--- src/rob_cfg_pkg.sv ---
// Vector length constants, element width and register grouping encodings
`default_nettype none

package rob_cfg_pkg;

  // ============================================================
  // Vector geometry
  // ============================================================

  // One entry holds a full vector register
  localparam int unsigned VLEN       = 128;
  localparam int unsigned VLEN_BYTES = VLEN / 8;

  // A lane result carries two elements
  localparam int unsigned LANE_WIDTH = 64;

  // Vector register number width
  localparam int unsigned VREG_ADDR_W = 5;

  // Slot number inside an entry of up to eight slots at SEW8
  localparam int unsigned SLOT_W = 3;

  // ============================================================
  // Encodings
  // ============================================================

  // Element width of a result
  typedef enum logic [1:0] {
    SEW8  = 2'd0,
    SEW16 = 2'd1,
    SEW32 = 2'd2
  } sew_t;

  // Register grouping with fractional groupings folded into LMUL1
  typedef enum logic [2:0] {
    LMUL1 = 3'd0,
    LMUL2 = 3'd1,
    LMUL4 = 3'd2,
    LMUL8 = 3'd3
  } lmul_t;

endpackage

`default_nettype wire

--- src/rob_types_pkg.sv ---
// Request, entry and commit structs plus the lane word union
`default_nettype none

package rob_types_pkg;

  // Index fields fit the largest buffer of 16 entries
  localparam int unsigned ROB_IDX_W = 5;

  // One 64-bit lane word read three ways by element width
  typedef union packed {
    struct packed {
      logic [31:0] e1;
      logic [31:0] e0;
    } w32;
    struct packed {
      logic [15:0] pad1;
      logic [15:0] e1;
      logic [15:0] pad0;
      logic [15:0] e0;
    } w16;
    struct packed {
      logic [23:0] pad1;
      logic [7:0]  e1;
      logic [23:0] pad0;
      logic [7:0]  e0;
    } w8;
  } lane_word_u;

  // Allocation at the tail
  typedef struct packed {
    rob_cfg_pkg::lmul_t                          lmul;
    logic [rob_cfg_pkg::VREG_ADDR_W-1:0]         vd;
  } alloc_req_t;

  // Lane result from a functional unit
  typedef struct packed {
    logic [ROB_IDX_W-1:0]                        index;
    logic [rob_cfg_pkg::SLOT_W-1:0]              slot;
    rob_cfg_pkg::sew_t                           sew;
    lane_word_u                                  wdata;
    logic [1:0]                                  elem_en;
    logic                                        exception;
    logic [4:0]                                  exc_index;
    logic                                        last;
  } cpl_req_t;

  // Packed write into one entry
  typedef struct packed {
    logic [ROB_IDX_W-1:0]                        index;
    logic [rob_cfg_pkg::VLEN-1:0]                data;
    logic [rob_cfg_pkg::VLEN_BYTES-1:0]          wen;
    rob_cfg_pkg::sew_t                           sew;
    logic                                        exception;
    logic [4:0]                                  exc_index;
    logic                                        last;
  } entry_wr_t;

  // Stored entry
  typedef struct packed {
    logic [rob_cfg_pkg::VLEN-1:0]                data;
    logic [rob_cfg_pkg::VLEN_BYTES-1:0]          wen;
    logic [rob_cfg_pkg::VREG_ADDR_W-1:0]         vd;
    rob_cfg_pkg::sew_t                           sew;
    logic                                        valid;
    logic                                        exception;
    logic [4:0]                                  exc_index;
  } rob_entry_t;

  // Write to the vector register file
  typedef struct packed {
    logic [rob_cfg_pkg::VREG_ADDR_W-1:0]         vd;
    logic [rob_cfg_pkg::VLEN-1:0]                data;
    logic [rob_cfg_pkg::VLEN_BYTES-1:0]          wen;
    logic                                        exception;
  } commit_t;

endpackage

`default_nettype wire

--- src/commit_unit.sv ---
// Commit unit turning the head entry into a masked register file write
`timescale 1ns/1ps
`default_nettype none

module commit_unit (
  input  rob_types_pkg::rob_entry_t head_entry,
  input  logic                      commit_ready,
  output logic                      commit_valid,
  output rob_types_pkg::commit_t    commit,
  output logic                      pop
);

  // First byte at or past the faulting element
  logic [6:0]                         cut_byte;
  logic [rob_cfg_pkg::VLEN_BYTES-1:0] keep_mask;

  // ============================================================
  // Exception cut-off
  // ============================================================

  always_comb begin
    case (head_entry.sew)
      rob_cfg_pkg::SEW32: cut_byte = {head_entry.exc_index, 2'b00};
      rob_cfg_pkg::SEW16: cut_byte = {1'b0, head_entry.exc_index, 1'b0};
      default:            cut_byte = {2'b00, head_entry.exc_index};
    endcase
  end

  // Cut-off past the last byte keeps the whole register
  assign keep_mask = ~({rob_cfg_pkg::VLEN_BYTES{1'b1}} << cut_byte);

  // ============================================================
  // Register file write
  // ============================================================

  assign commit_valid = head_entry.valid;

  always_comb begin
    commit.vd        = head_entry.vd;
    commit.data      = head_entry.data;
    commit.exception = head_entry.exception;
    if (head_entry.exception) begin
      commit.wen = head_entry.wen & keep_mask;
    end else begin
      commit.wen = head_entry.wen;
    end
  end

  assign pop = commit_valid & commit_ready;

endmodule

`default_nettype wire

--- config.mk ---
export PLATFORM = sky130hd
export DESIGN_NAME = commit_unit
export DESIGN_NICKNAME = d
export VERILOG_FILES = /design/src/rob_cfg_pkg.sv /design/src/rob_types_pkg.sv /design/src/commit_unit.sv
export SDC_FILE = /design/constraint.sdc
export NUM_CORES = 1
export LEC_CHECK = 0
export BUFFER_PORTS_ARGS = -buffer_cell sky130_fd_sc_hd__buf_2
export CAP_MARGIN = 20
export CORE_AREA = 2 2 122 124
export DETAILED_ROUTE_END_ITERATION = 16
export DIE_AREA = 0 0 124 126
export SLEW_MARGIN = 20
export SYNTH_ARGS = -nofsm -noshare
export SYNTH_HDL_FRONTEND = slang
export SYNTH_SLANG_ARGS = --single-unit
--- constraint.sdc ---
create_clock -name vclk -period 1.9
set_input_delay 0.19 -clock vclk [all_inputs]
set_output_delay 0.19 -clock vclk [all_outputs]
set_load 0.1 [all_outputs]
Word-level counts from Yosys, hierarchy flattened
Index checks and enable logic that the tools add are counted.
Word-level totals
  register bits: 0
  output and inout port bits: 152
  word-level logic and storage cells: 8
  bits of input ports: 159
Cells by class
  mux-type cells: 2
  shift operators: 1
  eq/ne operators: 2
  bitwise operators: 3
Operators with widths (number)
  $and 16x16->16: 1
  $mux 16: 1
  $not 16->16: 1
  $shl 16x7->16 const A: 1
  $pmux 7 s2: 1
  $eq 2x1->1 const B: 1
  $eq 2x2->1 const B: 1
  $and 1x1->1: 1

Logic depth before layout (Yosys ltp)
Gate-level depths: netlist of run 1.
  depth in word-level cells: 6
  gate-level depth with buffers: 8
  mapped depth without buffers: 6

Least setup slack after synthesis of run 1
Ideal clock, no wire load.
  path type: input to output
  start point: input head_entry[7] (netlist bit)
  end point: output commit[15] (netlist bit)
  cell stages on the path: 7
  setup slack: -0.828 ns
  buffers on the path: 2
  data required time: 1.710 ns
  data arrival time: 2.538 ns
  cell sequence: inv_1 > ha_1 > buf_2 > clkbuf_1 > and4_1 > a21oi_1 > nor2b_1
RTL lines
  start, declared: RTL line commit_unit.sv:6  | input rob_types_pkg::rob_entry_t head_entry,
  end, declared: RTL line commit_unit.sv:9  | output rob_types_pkg::commit_t commit,

==> results of run 1 <==
-- routing by layer --
metal | vias to the layer above | track usage | routed length [µm]
met4 | 0 | 0.05552 | 443
li1 | 355 | - | -
met1 | 361 | 0.04803 | 1340
met2 | 141 | 0.09664 | 2384
met5 | - | 0 | 0
met3 | 60 | 0.04393 | 969
-- how the worst min path moves through the flow --
stage                          startpoint           to  depth (start not counted)
after floorplan            head_entry[14]    commit[1]                          1
after global placement    head_entry[123]  commit[110]                          0
after detailed placement  head_entry[123]  commit[110]                          0
after CTS                 head_entry[123]  commit[110]                          0
after global routing       head_entry[67]   commit[54]                          0
final                     head_entry[140]  commit[127]                          0
-- Yosys cell counts, drive strengths merged --
master | number | area [µm²]
o32ai | 1 | 8.760
a221oi | 2 | 17.52
o211ai | 2 | 28.78
nand3 | 1 | 5.000
o21a | 7 | 52.55
inv | 4 | 15.01
buf | 137 | 1023
o31ai | 2 | 28.78
ha | 2 | 25.02
nor3 | 2 | 15.01
nand2 | 3 | 11.26
nor2b | 9 | 56.30
o21ai | 2 | 10.01
o22ai | 1 | 6.260
a21oi | 12 | 60.06
and2 | 3 | 18.77
nor2 | 2 | 7.510
nor3b | 1 | 7.510
clkbuf | 3 | 11.26
a211oi | 2 | 20.02
or3 | 1 | 11.26
and4 | 1 | 8.760
-- logic make-up after synthesis --
kind of cell / count (synthesis) / share of synthesized area
buffers and inverters: 144 / 0.7245
AO/OA/AOI/OAI: 31 / 0.1606
AND/OR/NAND/NOR: 23 / 0.09758
adder cells (fa/ha/maj): 2 / 0.01727
-- layout make-up --
class	count	area [µm²]
well taps	184	230.2
multi-input cells	56	560.5
repair buffers	62	609.3
inverters	4	17.52
fillers	1658	12900
-- layout by cell type, fill, tap and decap left out, types with 2 or more instances in the layout --
| master | n |
|---|---|
| a21oi_2 | 4 |
| a221oi_1 | 2 |
| buf_4 | 16 |
| nand2_1 | 3 |
| nor2_1 | 2 |
| buf_6 | 3 |
| buf_12 | 16 |
| o21ai_1 | 2 |
| nor2b_4 | 8 |
| o21a_4 | 7 |
| buf_2 | 27 |
| a21oi_1 | 8 |
| inv_1 | 3 |
| a211oi_2 | 2 |
-- power groups by stage --
stage | combinational [µW] | clock, µW | sequential [µW]
4_1_cts | 684 | 0 | 0
3_5_place_dp | 661 | 0 | 0
6_report | 681 | 0 | 0
2_1_floorplan | 1730 | 0 | 0
5_1_grt | 718 | 0 | 0
3_3_place_gp | 659 | 0 | 0
-- through the flow --
step | area [µm²] | util
floorplan | 1558 | -
global placement | 1331 | 0.09301
detailed placement | 1331 | 0.09301
CTS | 1396 | 0.09755
global route | 1418 | 0.09904
finish | 1418 | 0.09904
-- repair_timing --
action | CTS | global route
cloned | 0 | 0
pin swaps | 5 | 2
setup buffers | 2 | 0
setup endpoints to repair | 16 | 13
gates resized for setup | 13 | 6
==> impl_metrics.toml, run 1 <==
[layout]
finalNonFillerCells = 306
design.seq.count = 0
area_growth_pct = -2.159
drive_above_1_share = 0.7705
diodes = 0
finalNetCount = 285
nClkBuffers = 0
regArea_um2 = 0

[critical_path]
cp-startpoint = "head_entry[8]"
critPathSlowestCell = "or3_4"
crit_buf_inv = 2
cpLargestDelayFamily = "simple AND/OR/NAND/NOR gates"
crit_type = "input port to output pin"
crit_end = "commit[8]"
worstPathMaxFanout = 8
worstPathRequired_ps = 1710
cpPeakStageDelay_ps = 370
start_kind = "input port"
end_kind = "output pin"
crit_cells = 7
path_cells = "buf_6 -> ha_4 -> nor2b_4 -> or3_4 -> o211ai_4 -> and2_4 -> buf_12"
cp.arrival_ps = 1680

[route]
drt-initial-drc-count = 7
wirelength_um = 5137
avgViaCountPerCell = 2.997
first_pass_iters = 4
via_count = 917
wl_per_cell_um = 16.79
drcViolationCount = 0
drtAntennaViolNets = 0

[grt]
grt_pass1_wl_um = 6789
overflow = 0
grt_max_degree = 11
grt_pass1_vias = 970
track_usage = 0.06084
antenna_found_initial = 0

[sta]
hold_viol = 0
holdWs_ps = 380.0
max_freq_mhz = 535.7
fin_crit_ps = 1867
worst_pin_slew_ps = 495.3
worst_slack_ps = 33.41
fin_tns_setup_ps = 0
fin_crit_sh = 0.9824
slew_headroom = 0.6682
setup_viol = 0
finalMaxSlewViolations = 0
rsz0062_at_grt = "yes"

[die]
die_area_um2 = 15620
initial_core_util = 0.1012
row_count = 44
coreArea_um2 = 14310
pin_count = 311
die_x_um = 124
die_y_um = 126

[power_and_ir_drop]
ir_worst_vdd_v = 0.0001284
p_int_uw = 265.8
power_uw = 681.0
p_sw_uw = 415.2
sw_frac_of_total = 0.6097
p_comb_frac = 1.000
p_leak_uw = 0.0005563
clkPwrFrac = 0
power.density_nw_per_um2 = 480.4
p_seq_frac = 0

[outcome]
status = "finished clean"

[clock_network]
cts_hold_buffers = 0

[placement]
pre_cts_slack_ps = -209.9
dpl.hpwl_um = 4317
placed_cells = 304
gp_congestion = 0.6913
io_buffers = 45

[synth]
synth_cell_types = 27
ys_warn_count = 0
syn_inst = 200
synth_area_um2 = 1449
synth.net_count = 361
syn_avg_cell_area_um2 = 7.244
yosysSeqAreaShare = 0

[job]
max_cap_violations = 0

[min_path]
hold_path_class = "input port to output pin"
Power figures use the tool's default switching activity.
==> run 2: changes to the inputs <==
- CORE_AREA: 2 2 122 124 -> 4 4 117 119
- DIE_AREA: 0 0 124 126 -> 0 0 121 123
==> impl_metrics.toml, run 2 (synthesis results as in run 1) <==
[min_path]
hold_depth = 0
hp-start = "head_entry[150]"
hold_path_class = "input port to output pin"

[grt]
grt_use_met1 = 0.04369
top_usage_layer = "met2"
overflow = 0
antenna_found_initial = 1
grt_max_degree = 12
grt_pass1_vias = 930
grt_use_met2 = 0.08163
track_usage = 0.04951
grt_pass1_wl_um = 5492
globalRouteMet3Util = 0.01967

[sta]
fin_crit_sh = 0.9739
slew_headroom = 0.6699
fin_crit_ps = 1850
worst_slack_ps = 49.52
setup_viol = 0
hold_viol = 0
worst_pin_slew_ps = 498.5
finalMaxSlewViolations = 0
max_freq_mhz = 540.4

[placement]
io_buffers = 45
dpl.hpwl_um = 3513
gp_congestion = 0.6353
pre_cts_slack_ps = -274.5
placed_cells = 286
dpl_cell_area_um2 = 1271

[critical_path]
cp.arrival_ps = 1660
critPathSlowestCell = "or3_4"
worstPathRequired_ps = 1710
path_cells = "buf_2 -> ha_4 -> nor3_4 -> or3_4 -> o211ai_4 -> buf_12 -> o21a_4 -> buf_12"
cp_common_cell = "buf_12"
crit_type = "input port to output pin"
cpPeakStageDelay_ps = 370
worstPathMaxFanout = 6
end_kind = "output pin"
start_kind = "input port"
cp-startpoint = "head_entry[8]"

[layout]
finalNetCount = 282
n_fill_cell = 1436
nClkBuffers = 0
design.seq.count = 0
final_area_um2 = 1475
diodes = 0
final_common_cell = "buf_2"
drive_above_1_share = 0.8067
area_growth_pct = 1.813
regArea_um2 = 0
final_cell_mix = "28 x buf_2, 18 x buf_12, 10 x buf_4"
finalNonFillerCells = 291

[power_and_ir_drop]
power.density_nw_per_um2 = 485.5
p_leak_uw = 0.0005706
ir_worst_vdd_v = 0.0001914

[route]
avgViaCountPerCell = 3.165
via_count = 921
wl_per_cell_um = 14.61
drt-initial-drc-count = 11
wirelength_um = 4251
first_pass_iters = 4
drcViolationCount = 0
drtAntennaViolNets = 0

[job]
max_cap_violations = 0

[die]
row_count = 41
die_x_um = 121
die_area_um2 = 14880
coreArea_um2 = 12570
initial_core_util = 0.1153
die_y_um = 123
pin_count = 311

[outcome]
status = "finished clean"

[clock_network]
cts_hold_buffers = 0
==> run 2: area by class of cell <==
| cell class | count | area, µm² | share of cell area |
|---|---|---|---|
| Timing Repair Buffer | 59 | 609.3 | 0.4131 |
| Tap cell | 172 | 215.2 | 0.1459 |
| Inverter | 4 | 17.52 | 0.01187 |
| Multi-Input combinational cell | 56 | 633.1 | 0.4292 |
==> run 2: per-stage QoR <==
step / utilization / hold WS, ps / TNS, ps / total power, µW
after global routing: 0.1174 / 380.1 / -3.020 / 746.3
after floorplan: - / 579.1 / -191.0 / 1726
after global placement: 0.1011 / 380.7 / -2343 / 638.7
after CTS: 0.1101 / 380.7 / -72.33 / 691.8
after detailed placement: 0.1011 / 380.7 / -2666 / 642.5
final: 0.1174 / 380.0 / 0 / 716.1
==> run 2: worst max-delay path: cells and delay by family <==
kind	cells	cell delay (ps)
adder cells (fa/ha/maj)	1	330
AND/OR/NAND/NOR	2	430
buffers and inverters	3	450
AO/OA/AOI/OAI	2	250
==> run 2: what timing repair did <==
action	CTS	global route
setup endpoints to repair	15	13
resized for setup	16	19
pin swaps	4	8
buffers inserted	2	4
==> run 2: path summary, 6_finish.rpt <==
check / slack, ps / to
min: 380 / commit[137]
max: 50 / commit[1]
==> run 2: routing by layer <==
metal	wire, µm	vias up	share of wire
li1	-	351	-
met1	1232	391	0.29
met2	1949	99	0.46
met3	544	78	0.13
met4	511	2	0.12
met5	13	-	0.0031
==> run 2: where the power goes <==
group	leakage, µW	internal, µW	switching [µW]	total, µW
Sequential	0	0	0	0
Combinational	0.000571	284	433	716
Clock	0	0	0	0
Total	0.000571	284	433	716
==> run 3: changes to the inputs <==
- CORE_AREA: 4 4 117 119 -> 4 4 119 121
- DIE_AREA: 0 0 121 123 -> 0 0 123 125
- RECOVER_POWER: default -> 50
- clock period: 1.9 -> 1.6 ns (I/O delays scaled with it)
==> impl_metrics.toml, run 3 (synthesis results as in run 1) <==
[outcome]
status = "finished, violations left"
violations = "negative setup slack"

[route]
drt-initial-drc-count = 14
avgViaCountPerCell = 3.040
wirelength_um = 4822
via_count = 915
wl_per_cell_um = 16.02
drtAntennaViolNets = 0
drcViolationCount = 0
first_pass_iters = 3

[power_and_ir_drop]
p_seq_frac = 0
p_comb_frac = 1.000
p_sw_uw = 542.2
power.density_nw_per_um2 = 564.6
p_leak_uw = 0.0006149
clkPwrFrac = 0
p_int_uw = 360.6
sw_frac_of_total = 0.6006
ir_worst_vdd_v = 0.0001420

[critical_path]
worstPathMaxFanout = 6
critPathSlowestCell = "or3_4"
cp.arrival_ps = 1590
start_kind = "input port"
cpPeakStageDelay_ps = 370
cp_common_cell = "buf_12"
end_kind = "output pin"
path_cells = "buf_8 -> inv_6 -> ha_4 -> nor3_4 -> or3_4 -> o211ai_4 -> buf_12 -> and2_4 -> buf_12"
crit_type = "input port to output pin"
worstPathRequired_ps = 1440

[sta]
slew_headroom = 0.6786
holdWs_ps = 320.0
worst_pin_slew_ps = 485.4
hold_viol = 0
rsz0062_at_grt = "yes"
setup_viol = 16
max_freq_mhz = 570.9
finalMaxSlewViolations = 0
fin_tns_setup_ps = -1939
worst_slack_ps = -151.6
fin_crit_sh = 1.095
fin_crit_ps = 1752

[placement]
dpl.hpwl_um = 4110
gp_congestion = 0.8123
io_buffers = 45

[layout]
diodes = 0
nClkBuffers = 0
final_cell_mix = "27 x buf_2, 17 x buf_12, 13 x buf_4"
drive_above_1_share = 0.8800
area_growth_pct = 10.36
regArea_um2 = 0
finalNetCount = 288
final_common_cell = "buf_2"
design.seq.count = 0
n_fill_cell = 1483

[die]
pin_count = 311
die_x_um = 123
die_area_um2 = 15380
die_y_um = 125
row_count = 42
coreArea_um2 = 13090
initial_core_util = 0.1107

[grt]
grt_max_degree = 14
antenna_found_initial = 1
grt_pass1_wl_um = 6168
grt_pass1_vias = 1017
track_usage = 0.05331
overflow = 0

[clock_network]
cts_hold_buffers = 0

[job]
max_cap_violations = 0

[min_path]
hold_path_class = "input port to output pin"
==> run 3: cell types whose count changed in the layout (fill, tap and decap cells not counted), moves of 2 or more <==
cell	previous run	this run
a21oi_4	0	6
a21oi_1	7	2
buf_4	10	13
buf_6	3	6
buf_8	0	2
o21ai_1	2	0
o21ai_2	0	2
==> run 3: per-layer routing <==
metal / up-vias / GRT usage / share of wire
li1: 360 / - / -
met1: 402 / 0.04506 / 0.27
met2: 89 / 0.08427 / 0.44
met3: 62 / 0.02484 / 0.15
met4: 2 / 0.06189 / 0.13
met5: - / 0 / 0.0027
==> run 3: worst max-delay path: cells and delay by family <==
family / cells / cell delay (ps)
simple gates: 3 / 570
buf+inv: 4 / 430
compound gates: 1 / 100
fa+ha+maj: 1 / 310
==> run 3: layout make-up <==
class	count	area (µm²)	area share
timing repair buffer	65	670.6	0.4194
multi-input combinational	56	688.2	0.4304
tap	176	220.2	0.1377
inverter	4	20.02	0.01252
==> run 3: final timing paths <==
check,startpoint,to,slack [ps],cells after the start
worst min-delay path,head_entry[139],commit[126],320,0
worst max-delay path,head_entry[7],commit[8],-150,9
==> run 3: power groups by stage <==
| stage | clock, µW | combinational [µW] | sequential (µW) |
|---|---|---|---|
| after global placement | 0 | 822 | 0 |
| after detailed placement | 0 | 828 | 0 |
| after floorplan | 0 | 2080 | 0 |
| after global routing | 0 | 941 | 0 |
| after CTS | 0 | 890 | 0 |
| final | 0 | 903 | 0 |
==> run 3: repair_timing <==
item | CTS | global route
setup buffers | 1 | 0
endpoints found under the setup margin | 16 | 16
pin swaps | 10 | 2
resized for setup | 26 | 8
==> run 3: per-stage QoR <==
| stage | utilization | area, µm² | instances | total power, µW | setup WS [ps] |
|---|---|---|---|---|---|
| finish | 0.1222 | 1599 | 301 | 902.7 | -151.6 |
| CTS | 0.1189 | 1555 | 301 | 890.3 | -149.2 |
| detailed placement | 0.1093 | 1430 | 300 | 827.7 | -268.2 |
| global placement | 0.1093 | 1430 | 300 | 822.1 | -271.9 |
| global route | 0.1222 | 1599 | 301 | 941.2 | -206.8 |
| floorplan | - | 1634 | 200 | 2083 | -198.1 |
