`config.mk`:
```
export PLATFORM = sky130hd
export DESIGN_NAME = completion_packer
export DESIGN_NICKNAME = d
export VERILOG_FILES = /design/src/rob_cfg_pkg.sv /design/src/rob_types_pkg.sv /design/src/completion_packer.sv
export SDC_FILE = /design/constraint.sdc
export NUM_CORES = 1
export LEC_CHECK = 0
export BUFFER_PORTS_ARGS = -buffer_cell sky130_fd_sc_hd__clkbuf_2
export CORE_MARGIN = 2
export CORE_UTILIZATION = 40
export CTS_CLUSTER_SIZE = 16
export DETAILED_ROUTE_END_ITERATION = 12
export PLACE_DENSITY = 0.73
export SLEW_MARGIN = 15
export SYNTH_ARGS = -nofsm -noshare
export SYNTH_HDL_FRONTEND = slang
export SYNTH_SLANG_ARGS = --single-unit
```
`constraint.sdc`:
```
create_clock -name CLK -period 5.4 [get_ports CLK]
set_input_delay 0.54 -clock CLK [delete_from_list [all_inputs] [get_ports CLK]]
set_output_delay 0.54 -clock CLK [all_outputs]
set_load 0.05 [all_outputs]
```
`src/rob_cfg_pkg.sv`:
```
// Vector length constants, element width and register grouping encodings
`default_nettype none

package rob_cfg_pkg;

  // ============================================================
  // Vector geometry
  // ============================================================

  // One entry holds a full vector register
  localparam int unsigned VLEN       = 128;
  localparam int unsigned VLEN_BYTES = VLEN / 8;

  // A lane result carries two elements
  localparam int unsigned LANE_WIDTH = 64;

  // Vector register number width
  localparam int unsigned VREG_ADDR_W = 5;

  // Slot number inside an entry of up to eight slots at SEW8
  localparam int unsigned SLOT_W = 3;

  // ============================================================
  // Encodings
  // ============================================================

  // Element width of a result
  typedef enum logic [1:0] {
    SEW8  = 2'd0,
    SEW16 = 2'd1,
    SEW32 = 2'd2
  } sew_t;

  // Register grouping with fractional groupings folded into LMUL1
  typedef enum logic [2:0] {
    LMUL1 = 3'd0,
    LMUL2 = 3'd1,
    LMUL4 = 3'd2,
    LMUL8 = 3'd3
  } lmul_t;

endpackage

`default_nettype wire

```
`src/rob_types_pkg.sv`:
```
// Request, entry and commit structs plus the lane word union
`default_nettype none

package rob_types_pkg;

  // Index fields fit the largest buffer of 16 entries
  localparam int unsigned ROB_IDX_W = 5;

  // One 64-bit lane word read three ways by element width
  typedef union packed {
    struct packed {
      logic [31:0] e1;
      logic [31:0] e0;
    } w32;
    struct packed {
      logic [15:0] pad1;
      logic [15:0] e1;
      logic [15:0] pad0;
      logic [15:0] e0;
    } w16;
    struct packed {
      logic [23:0] pad1;
      logic [7:0]  e1;
      logic [23:0] pad0;
      logic [7:0]  e0;
    } w8;
  } lane_word_u;

  // Allocation at the tail
  typedef struct packed {
    rob_cfg_pkg::lmul_t                          lmul;
    logic [rob_cfg_pkg::VREG_ADDR_W-1:0]         vd;
  } alloc_req_t;

  // Lane result from a functional unit
  typedef struct packed {
    logic [ROB_IDX_W-1:0]                        index;
    logic [rob_cfg_pkg::SLOT_W-1:0]              slot;
    rob_cfg_pkg::sew_t                           sew;
    lane_word_u                                  wdata;
    logic [1:0]                                  elem_en;
    logic                                        exception;
    logic [4:0]                                  exc_index;
    logic                                        last;
  } cpl_req_t;

  // Packed write into one entry
  typedef struct packed {
    logic [ROB_IDX_W-1:0]                        index;
    logic [rob_cfg_pkg::VLEN-1:0]                data;
    logic [rob_cfg_pkg::VLEN_BYTES-1:0]          wen;
    rob_cfg_pkg::sew_t                           sew;
    logic                                        exception;
    logic [4:0]                                  exc_index;
    logic                                        last;
  } entry_wr_t;

  // Stored entry
  typedef struct packed {
    logic [rob_cfg_pkg::VLEN-1:0]                data;
    logic [rob_cfg_pkg::VLEN_BYTES-1:0]          wen;
    logic [rob_cfg_pkg::VREG_ADDR_W-1:0]         vd;
    rob_cfg_pkg::sew_t                           sew;
    logic                                        valid;
    logic                                        exception;
    logic [4:0]                                  exc_index;
  } rob_entry_t;

  // Write to the vector register file
  typedef struct packed {
    logic [rob_cfg_pkg::VREG_ADDR_W-1:0]         vd;
    logic [rob_cfg_pkg::VLEN-1:0]                data;
    logic [rob_cfg_pkg::VLEN_BYTES-1:0]          wen;
    logic                                        exception;
  } commit_t;

endpackage

`default_nettype wire

```
`src/completion_packer.sv`:
```
// Completion packer with lane result register and expansion to entry-wide data and byte enables
`timescale 1ns/1ps
`default_nettype none

module completion_packer #(
  parameter int NUM_ENTRY = 16
) (
  input  logic                    CLK,
  input  logic                    nRST,
  input  logic                    cpl_valid,
  input  rob_types_pkg::cpl_req_t cpl,
  input  logic                    flush,
  output logic                    wr_valid,
  output rob_types_pkg::entry_wr_t wr
);

  localparam int IDX_W = $clog2(NUM_ENTRY);

  rob_types_pkg::cpl_req_t       cpl_q;
  logic                          cpl_vld_q;
  rob_types_pkg::entry_wr_t      wr_d;
  rob_types_pkg::entry_wr_t      wr_q;
  logic                          wr_vld_q;
  logic [rob_cfg_pkg::VLEN-1:0]       pair_data;
  logic [rob_cfg_pkg::VLEN_BYTES-1:0] pair_wen;
  logic [3:0]                    byte_off;

  // ============================================================
  // Input stage
  // ============================================================

  always_ff @(posedge CLK, negedge nRST) begin
    if (!nRST) begin
      cpl_vld_q <= 1'b0;
    end else begin
      cpl_vld_q <= cpl_valid & ~flush;
    end
  end

  always_ff @(posedge CLK) begin
    if (cpl_valid) begin
      cpl_q <= cpl;
    end
  end

  // ============================================================
  // Expansion
  // ============================================================

  // Two elements side by side and moved to the slot's byte offset
  always_comb begin
    pair_data = '0;
    pair_wen  = '0;
    byte_off  = '0;
    case (cpl_q.sew)
      rob_cfg_pkg::SEW32: begin
        pair_data[63:0] = {cpl_q.wdata.w32.e1, cpl_q.wdata.w32.e0};
        pair_wen[7:0]   = {{4{cpl_q.elem_en[1]}}, {4{cpl_q.elem_en[0]}}};
        byte_off        = {cpl_q.slot[0], 3'b000};
      end
      rob_cfg_pkg::SEW16: begin
        pair_data[31:0] = {cpl_q.wdata.w16.e1, cpl_q.wdata.w16.e0};
        pair_wen[3:0]   = {{2{cpl_q.elem_en[1]}}, {2{cpl_q.elem_en[0]}}};
        byte_off        = {cpl_q.slot[1:0], 2'b00};
      end
      default: begin
        pair_data[15:0] = {cpl_q.wdata.w8.e1, cpl_q.wdata.w8.e0};
        pair_wen[1:0]   = cpl_q.elem_en;
        byte_off        = {cpl_q.slot, 1'b0};
      end
    endcase
  end

  always_comb begin
    wr_d                  = '0;
    wr_d.index[IDX_W-1:0] = cpl_q.index[IDX_W-1:0];
    wr_d.data             = pair_data << {byte_off, 3'b000};
    wr_d.wen              = pair_wen << byte_off;
    wr_d.sew              = cpl_q.sew;
    wr_d.exception        = cpl_q.exception;
    wr_d.exc_index        = cpl_q.exc_index;
    wr_d.last             = cpl_q.last;
  end

  // ============================================================
  // Output stage
  // ============================================================

  always_ff @(posedge CLK, negedge nRST) begin
    if (!nRST) begin
      wr_vld_q <= 1'b0;
    end else begin
      wr_vld_q <= cpl_vld_q & ~flush;
    end
  end

  always_ff @(posedge CLK) begin
    if (cpl_vld_q) begin
      wr_q <= wr_d;
    end
  end

  assign wr_valid = wr_vld_q;
  assign wr       = wr_q;

endmodule

`default_nettype wire

```
# Word level (Yosys, flattened, before mapping)
# Index checks and enable logic that the tools add are counted.
totals:
  word_cells: 32
  out_inout_bits: 159
  ff_bits: 241
  input_bits: 87
op_classes:
  bitwise: 3
  n_reduce_logical: 1
  n_eq_ne: 2
  shift: 2
  mux: 7
ops:
  columns: ["operator", "n"]
  rows:
  - ["<< shifter 64 x 7 -> 128 bit", 1]
  - ["two-way mux 32 bit", 1]
  - ["case mux 16 bit (2 select lines)", 1]
  - ["two-way mux 16 bit", 1]
  - ["<< shifter 8 x 4 -> 16 bit", 1]
  - ["case mux 4 bit (2 select lines)", 1]
  - ["two-way mux 4 bit", 1]
  - ["case mux 2 bit (2 select lines)", 1]
  - ["AND 1 bit", 2]
  - ["== test 2 x 1 -> 1 bit, second input constant", 1]
  - ["== test 2 bit, second input constant", 1]
  - ["two-way mux 2 bit", 1]
  - ["OR reduction 2 bit", 1]
  - ["inverter 1 bit", 1]

# Logic depth before layout (Yosys ltp)
# Gate-level depths: netlist of run 1.
depth:
  word_depth: 4
  ltp_mapped: 9
  depth_no_buf: 6

# Worst setup path after synthesis of run 1
# OpenSTA, ideal clock, no wires.
synth_path:
  path_kind: "register -> register"
  start: "register cpl_vld_q"
  end: "register wr_q, in the netlist wr[0], enable pin"
  path_slack_ns: 1.399
  synth_period_minus_slack_ns: 4.001
  required_ns: 4.882
  path_stages_with_launch: 1
  arrival_time_ns: 3.483
  n_path_buf: 0
  setup_time_ns: 0.518
  cell_sequence: "dfrtp_1"
synth_rtl:
  columns: ["item", "line", "rtl"]
  rows:
  - ["from (decl)", "completion_packer.sv:20", "logic cpl_vld_q;"]
  - ["from (signal assigned)", "completion_packer.sv:36", "cpl_vld_q <= cpl_valid & ~flush;"]
  - ["to (signal assigned)", "completion_packer.sv:99", "wr_q <= wr_d;"]
  - ["to (decl)", "completion_packer.sv:22", "rob_types_pkg::entry_wr_t wr_q;"]
# No word-level cell between the ends.

==> results of run 1 <==
## layer usage
layer | wire length [microns] | up-vias | track usage [%] | share of wire [%]
li1 | - | 3343 | - | -
met1 | 11900 | 3462 | 28.5 | 42
met2 | 12800 | 407 | 30.5 | 45
met3 | 2860 | 68 | 5.34 | 10
met4 | 1020 | 2 | 8.10 | 3.6
met5 | 11 | - | 0 | 0.038
## area by class of cell
class | instances | share of cell area, %
timing repair buffer | 252 | 10.4
clock buffer | 29 | 5.13
antenna | 1 | 0.0200
tap | 330 | 3.31
multi-input combinational | 451 | 21.8
clock inverter | 15 | 1.24
inverter | 5 | 0.150
sequential | 241 | 57.9
## registers in the layout, summed over array words and instances (netlist names)
| register | flops |
|---|---|
| wr | 157 |
| wr_valid | 1 |
| cpl_vld_q | 1 |
| cpl_q | 82 |
## synthesized netlist by cell type (3+ instances only)
cell type,instances,area (sq um)
edfxtp_1,239,7180
a21oi_1,72,360
nor2_1,66,248
nand2_1,44,165
a22oi_1,40,300
o21ai_0,40,200
buf_2,21,105
nor2b_1,20,125
and2_1,19,119
clkbuf_1,18,67.6
a22o_1,17,149
a31oi_1,16,100
nand4_1,16,100
buf_4,15,113
nand3_1,11,55.1
o21a_1,11,82.6
mux2_2,10,113
buf_6,9,101
a32o_1,8,80.1
o21ai_1,8,40.0
o2bb2ai_1,8,70.1
buf_1,6,22.5
inv_1,4,15.0
a21o_1,3,22.5
nand2b_1,3,18.8
## timing repair
| action | in CTS | in global routing |
|---|---|---|
| hold endpoints to repair | 2 | 0 |
| hold buffers | 1 | 0 |
| gates resized for setup | 0 | 0 |
## how the worst max path moves through the flow
stage                    from       to  cells after the start
finish              cpl_q[73]  wr[124]                      7
global route        cpl_q[73]   wr[67]                      6
CTS                 cpl_q[73]   wr[34]                      7
detailed placement  cpl_q[73]   wr[34]                      7
global placement    cpl_q[73]   wr[39]                      7
floorplan           cpl_vld_q    wr[0]                      0
## through the flow
step	total power, mW	setup slack [ns]
floorplan	3.12	1.40
global placement	3.36	2.13
detailed placement	3.38	2.05
CTS	5.07	2.04
global route	5.23	1.84
finish	5.05	2.04
## worst max-delay path: stages (launching register included)
cell      delay, ns
edfxtp_1       0.44
inv_1          0.09
ha_2           0.68
buf_4          0.52
and4b_1        0.75
and2_1         0.48
nand2_1        0.11
o21ai_1        0.11
## cell families after synthesis
logic type,share of synthesized area (%)
buffers and inverters,4.17
AOI/OAI and AO/OA,15.5
xor gates and xnor gates,0.0844
and+or+nand+nor,9.23
muxes,1.08
DFF,69.6
other,0.0361
adders and majority gates,0.241
## power by group through the flow
stage,clock [mW],combinational (mW),sequential (mW)
2_1_floorplan,0,0.401,2.72
3_3_place_gp,0,0.967,2.40
3_5_place_dp,0,0.983,2.40
4_1_cts,1.72,0.986,2.36
5_1_grt,1.80,1.06,2.38
6_report,1.69,0.989,2.36
==> summary.txt, run 1 <==
Gate power share: 19.6%
final setup fails: 0
Tcrit/Tclk final: 62.3%
Die H: 165 microns
worst r2r dst: wr[124]
Final min period: 3.36 ns
slew margin rel.: 23.4%
CTS tree: yes
net switching power: 1.56 mW
DRT antenna net count: 0
IO Pins: 246
Clk pwr share: 33.6%
sequential power share: 46.8%
H-tree lvl count: 1
Crit Path Class: flop to flop
clk root buf: clkbuf_16
Critical Path AT: 3.72 ns
Initial Utilization: 41.0%
worst hold-check slack: 0.177 ns
Rows: 58
Seq/Total Area, Yosys: 69.6%
total CTS buffers: 25
WP data required: 5.76 ns
VDD IR-drop max: 0.253 mV
clk sink count: 241
R2R cell count: 7
initial antenna violation count: 3
sw frac: 31.0%
Reg area: 7230 sq um
Slew Limit Fails: 0
maximum clock path buffer count: 3
final design utilization: 49.3%
HPWL after DPL: 19400 microns
P_leak: 4.47 nW
Post-Syn Instances: 767
max cap viols: 0
DP Area: 11700 sq um
Clock Latency Late Sink: 0.53 ns
grt ovf: 0
number of nets in the layout: 1065
vias in the first global route: 6985
reg2reg setup slack: 2.04 ns
fillers: 2230
skew final: 0.0204 ns
startpoint types: flop
area delta synth->final: 20.3%
first-pass GRT wire length: 41700 microns
outcome: finished, final reports clean
Least-Margin Pin Slew: 1.15 ns
Pwr per Cell Area: 404 nW/um^2
Setup Fix Bufs, Post-CTS: 0
PortBufs: 243
flops & latches, synth: 241
vias post-DR: 7282
fin area: 12500 sq um
Via density: 5.50
DRT Pass-1 Iters: 5
Main synth FF type: edfxtp_1
Max Fclk: 297 MHz
most common cell after layout, fill and taps aside: clkbuf_2
Max FO, Critical Path: 45
Worst Setup End Kind: flop
Hold Vio Cnt, Final: 0
Synthesized Nets: 856
Synth Cell Area: 10400 sq um
Post-Route WL: 28600 microns
GR Util All Layers: 20.4%
Worst Hold Path EP: cpl_vld_q
most frequent cells in the layout: clkbuf_2 (242), edfxtp_1 (239), a21oi_1 (71)
dpl cells: 1278
core area: 25300 sq um
Hold Crit Depth: 2
number of DRC markers in iteration 0: 953
Pint: 3.48 mW
fin cells: 1324
die area: 27300 sq um
DR DRC count: 0
GP Congestion: 0.846
RR Startpoint: cpl_q[73]
yosys warns: 0
Die Wd: 165 microns
routed wire length per instance: 21.6 microns
share of cells above drive strength 1: 31.9%
Fin Setup TNS: 0 ns
HP Class: primary input to flop
EDFF count, synth: 239
largest net degree at the start of global routing: 145
Worst-path clk slew: 0.06 ns
Yosys cell types: 59
syn avg cell area: 13.5 sq um
worst hold start: flush
RSZ-0062 raised after global routing: false
multi-input logic area: 2730 sq um
FFs w/ async S/R, synth: 0.830%
Note: power is estimated with default switching activity, not from simulation.
==> run 2: changes to the inputs <==
- PLACE_DENSITY: 0.73 -> 0.76
- clock period: 5.4 -> 2.9 ns (I/O delays scaled with it)
==> run 2 against run 1 <==
  * Critical endpoint is now wr[121]
  * Utilization grew 4.2 points
  * Highest routed layer is now met4
  * Total power grew 91%
  * Register-to-register slack lost 1.7 ns
  * Wire length grew 4.3%
==> summary.txt, run 2 (same netlist as run 1, synthesis figures left out) <==
Crit Path Class: flop to flop
Worst Setup End Kind: flop
GP Congestion: 0.838
DR DRC count: 0
Slew Limit Fails: 0
PostCTS Resize Cnt: 0
PortBufs: 243
VDD IR-drop max: 0.429 mV
clk root buf: clkbuf_16
fin cells: 1428
WP data required: 3.27 ns
initial antenna violation count: 1
most common cell after layout, fill and taps aside: clkbuf_2
HPWL after DPL: 19900 microns
Clock Latency Late Sink: 0.52 ns
RR Startpoint: cpl_q[74]
Worst-path clk slew: 0.06 ns
Max Fclk: 389 MHz
worst hold-check slack: 0.123 ns
Initial Utilization: 41.0%
HP Class: primary input to async pin
routed wire length per instance: 20.9 microns
hold_buf cts: 84
skew final: 0.00979 ns
number of DRC markers in iteration 0: 879
share of cells above drive strength 1: 30.2%
startpoint types: flop
GR Util All Layers: 21.5%
DRT Pass-1 Iters: 6
area delta synth->final: 30.6%
Critical Path AT: 2.94 ns
Pwr per Cell Area: 712 nW/um^2
final setup fails: 0
dpl cells: 1297
grt ovf: 0
RSZ-0062 raised after global routing: false
DRT antenna net count: 0
Fin Setup TNS: 0 ns
number of nets in the layout: 1168
outcome: finished, final reports clean
clk sink count: 241
vias post-DR: 7748
die area: 27300 sq um
max cap viols: 0
core area: 25300 sq um
IO Pins: 246
Final min period: 2.57 ns
largest net degree at the start of global routing: 84
H-tree lvl count: 1
most frequent cells in the layout: clkbuf_2 (242), edfxtp_1 (239), dlygate4sd3_1 (84)
Post-Route WL: 29800 microns
Max FO, Critical Path: 31
P_leak: 4.95 nW
Least-Margin Pin Slew: 0.580 ns
Rows: 58
Hold Vio Cnt, Final: 0
Via density: 5.43
max reg flops: 157
first-pass GRT wire length: 43600 microns
Die H: 165 microns
Setup Fix Bufs, Post-CTS: 0
CTS tree: yes
maximum clock path buffer count: 3
total CTS buffers: 26
R2R cell count: 6
Die Wd: 165 microns
slew margin rel.: 61.3%
reg2reg setup slack: 0.33 ns
worst r2r dst: wr[121]
Tcrit/Tclk final: 88.7%
vias in the first global route: 7394
[run 2: stage by stage]
| step | total power, mW | utilization, % | instance area [sq um] | setup slack (ns) |
|---|---|---|---|---|
| after floorplan | 5.80 | - | 10400 | 0.417 |
| after CTS | 9.70 | 53.5 | 13500 | 0.390 |
| after global routing | 10.0 | 53.5 | 13600 | 0.128 |
| after global placement | 6.34 | 46.9 | 11900 | 0.459 |
| after detailed placement | 6.38 | 46.9 | 11900 | 0.406 |
| final | 9.65 | 53.5 | 13600 | 0.328 |
[run 2: critical path, stage by stage, from the launching register on]
cell and delay [ns]:
edfxtp_1 0.44, ha_2 0.61, buf_12 0.24, and4b_1 0.46
and2_1 0.42, nand2_1 0.12, o21ai_1 0.11
[run 2: cell type report]
type / count / area (sq um)
Fill cell: 2125 / 11800
Multi-Input combinational cell: 451 / 2720
Sequential cell: 241 / 7230
Clock inverter: 9 / 114
Clock buffer: 37 / 713
Tap cell: 330 / 413
Timing Repair Buffer: 354 / 2340
Inverter: 5 / 18.8
Antenna cell: 1 / 2.50
[run 2: how the worst max path moves through the flow]
stage | startpoint | cells past startpoint | slack (ns) | to
finish | cpl_q[74] | 6 | 0.33 | wr[121]
global route | cpl_q[74] | 6 | 0.13 | wr[124]
CTS | cpl_q[74] | 6 | 0.39 | wr[124]
detailed placement | cpl_q[74] | 6 | 0.41 | wr[124]
global placement | cpl_q[74] | 6 | 0.46 | wr[67]
floorplan | cpl_vld_q | 0 | 0.42 | wr[0]
[run 2: layer usage]
metal | part of all wire [%] | up-vias | global-route usage, %
li1 | - | 3553 | -
met1 | 41 | 3708 | 29.6
met2 | 46 | 423 | 32.7
met3 | 9.5 | 64 | 5.67
met4 | 3.4 | 0 | 8.22
met5 | 0 | - | 0
[run 2: where the power goes]
group | switching [mW] | internal [mW] | leakage [nW]
Sequential | 0.213 | 4.20 | 2.16
Combinational | 1.43 | 0.574 | 2.39
Clock | 1.27 | 1.96 | 0.399
Total | 2.92 | 6.74 | 4.95
==> run 3: changes to the inputs <==
- CAP_MARGIN: not set -> 20
- clock period: 2.9 -> 2.2 ns (I/O delays scaled with it)
==> run 3 against run 2 <==
  * Clock skew grew 0.0011 ns
  * Worst setup slack got worse by 0.29 ns
  * Critical path type unchanged
  * Sequential share of layout area shrank 1.9 points
  * Combinational power grew 42%
  * Register-to-register slack lost 0.29 ns
  * Largest cell class unchanged
  * Non-clock buffer count up 38
==> summary.txt, run 3 (same netlist as run 1, synthesis figures left out) <==
Die Wd: 165 microns
final design utilization: 55.4%
clk root buf: clkbuf_16
Pint: 9.19 mW
Max Fclk: 463 MHz
Fin Setup TNS: 0 ns
DRT Pass-1 Iters: 5
skew final: 0.0109 ns
Worst Setup End Kind: flop
Max FO, Critical Path: 9
DRT antenna net count: 0
HP Class: primary input to flop
Final min period: 2.16 ns
Tcrit/Tclk final: 98.1%
slew margin rel.: 59.5%
area delta synth->final: 35.3%
vias in the first global route: 7699
CTS tree: yes
Worst-path clk slew: 0.06 ns
max incr delay on CP: 0.49 ns
P_leak: 5.21 nW
Die H: 165 microns
sw frac: 30.1%
DR DRC count: 0
Hold Vio Cnt, Final: 0
sequential power share: 44.2%
grt ovf: 0
net switching power: 3.96 mW
Slew Limit Fails: 0
number of DRC markers in iteration 0: 1055
number of nets in the layout: 1207
worst hold-check slack: 0.193 ns
Gate power share: 21.5%
die area: 27300 sq um
max cap viols: 0
total CTS buffers: 27
Least-Margin Pin Slew: 0.608 ns
GR Util All Layers: 21.6%
vias post-DR: 7871
Clock Latency Late Sink: 0.53 ns
total power: 13.2 mW
routed wire length per instance: 20.4 microns
most common cell after layout, fill and taps aside: clkbuf_2
worst-path cell chain: ha_4 > buf_4 > and3b_4 > a21o_2 > a22oi_2 > o21ai_1
WP data required: 2.47 ns
share of cells above drive strength 1: 33.6%
Pwr per Cell Area: 937 nW/um^2
maximum clock path buffer count: 3
final setup fails: 0
Clk pwr share: 34.3%
critical path's slowest cell: edfxtp_1
clk sink count: 241
Post-Route WL: 30000 microns
Critical Path AT: 2.42 ns
VDD IR-drop max: 0.581 mV
max reg flops: 157
core area: 25300 sq um
PortBufs: 243
first-pass GRT wire length: 44200 microns
Initial Utilization: 41.0%
HPWL after DPL: 20400 microns
GP Congestion: 0.867
most frequent cells in the layout: clkbuf_2 (242), edfxtp_1 (239), dlygate4sd3_1 (86)
initial antenna violation count: 0
outcome: finished, final reports clean
Via density: 5.36
diode count: 0
Rows: 58
startpoint types: flop
H-tree lvl count: 1
Crit Path Class: flop to flop
IO Pins: 246
largest net degree at the start of global routing: 41
run 3: cell types whose count changed in the layout (fill, tap and decap cells not counted), sizes merged, moves of 2 or more:
cell	delta
clkbuf	-3
dlygate4sd3	+2
buf	+36
clkinv	+4
run 3: repair_timing:
item,4_1_cts,5_1_grt
setup buffers,0,2
hold buffers,86,0
hold endpoints to repair,86,0
pin swaps,0,1
setup endpoints to repair,15,43
gates resized for setup,1,12
run 3: power groups by stage:
stage | registers [mW] | clock network, mW | logic (mW)
detailed placement | 5.90 | 0 | 2.64
floorplan | 6.66 | 0 | 0.984
CTS | 5.81 | 4.59 | 2.78
finish | 5.82 | 4.51 | 2.83
global route | 5.84 | 4.76 | 3.01
global placement | 5.89 | 0 | 2.60
run 3: area by class of cell:
cell class                 count  area, sq um
fill                        2083        11300
sequential                   241         7230
multi-input combinational    451         2760
timing repair buffer         392         2730
clock buffer                  34          712
tap                          330          413
clock inverter                15          179
inverter                       5         18.8
run 3: stage by stage:
step / setup WS, ns / instance area (sq um) / cells
floorplan: 0.203 / 10400 / 767
finish: 0.0414 / 14000 / 1468
global placement: -0.0941 / 12200 / 1331
CTS: 0.0136 / 14000 / 1466
detailed placement: -0.0775 / 12200 / 1331
global route: -0.000935 / 14000 / 1468
run 3: worst max-delay path, delay by kind of cell, from the launching register on:
family	cells	cell delay, ns
AOI/OAI and AO/OA	3	0.67
and+or+nand+nor	1	0.21
adders and majority gates	1	0.39
DFF	1	0.49
buffers and inverters	1	0.13
run 3: final timing paths:
check	to	slack, ns	startpoint	cells past startpoint
worst max-delay path	wr[125]	0.04	cpl_q[74]	6
worst min-delay path	cpl_q[41]	0.19	cpl_valid	1
worst max register to register	wr[125]	0.04	cpl_q[74]	6
worst min register to register	wr[5]	0.41	cpl_q[5]	0
max in group asynchronous	cpl_vld_q	0.96	nRST	4
min in group asynchronous	wr_valid	0.57	nRST	3
run 3: layer usage:
layer / global-route usage [%] / share of wire [%] / vias up
met2: 33.4 / 45 / 442
met1: 29.4 / 42 / 3708
met5: 0 / 0 / -
li1: - / - / 3641
met3: 4.55 / 8.6 / 80
met4: 9.64 / 3.9 / 0
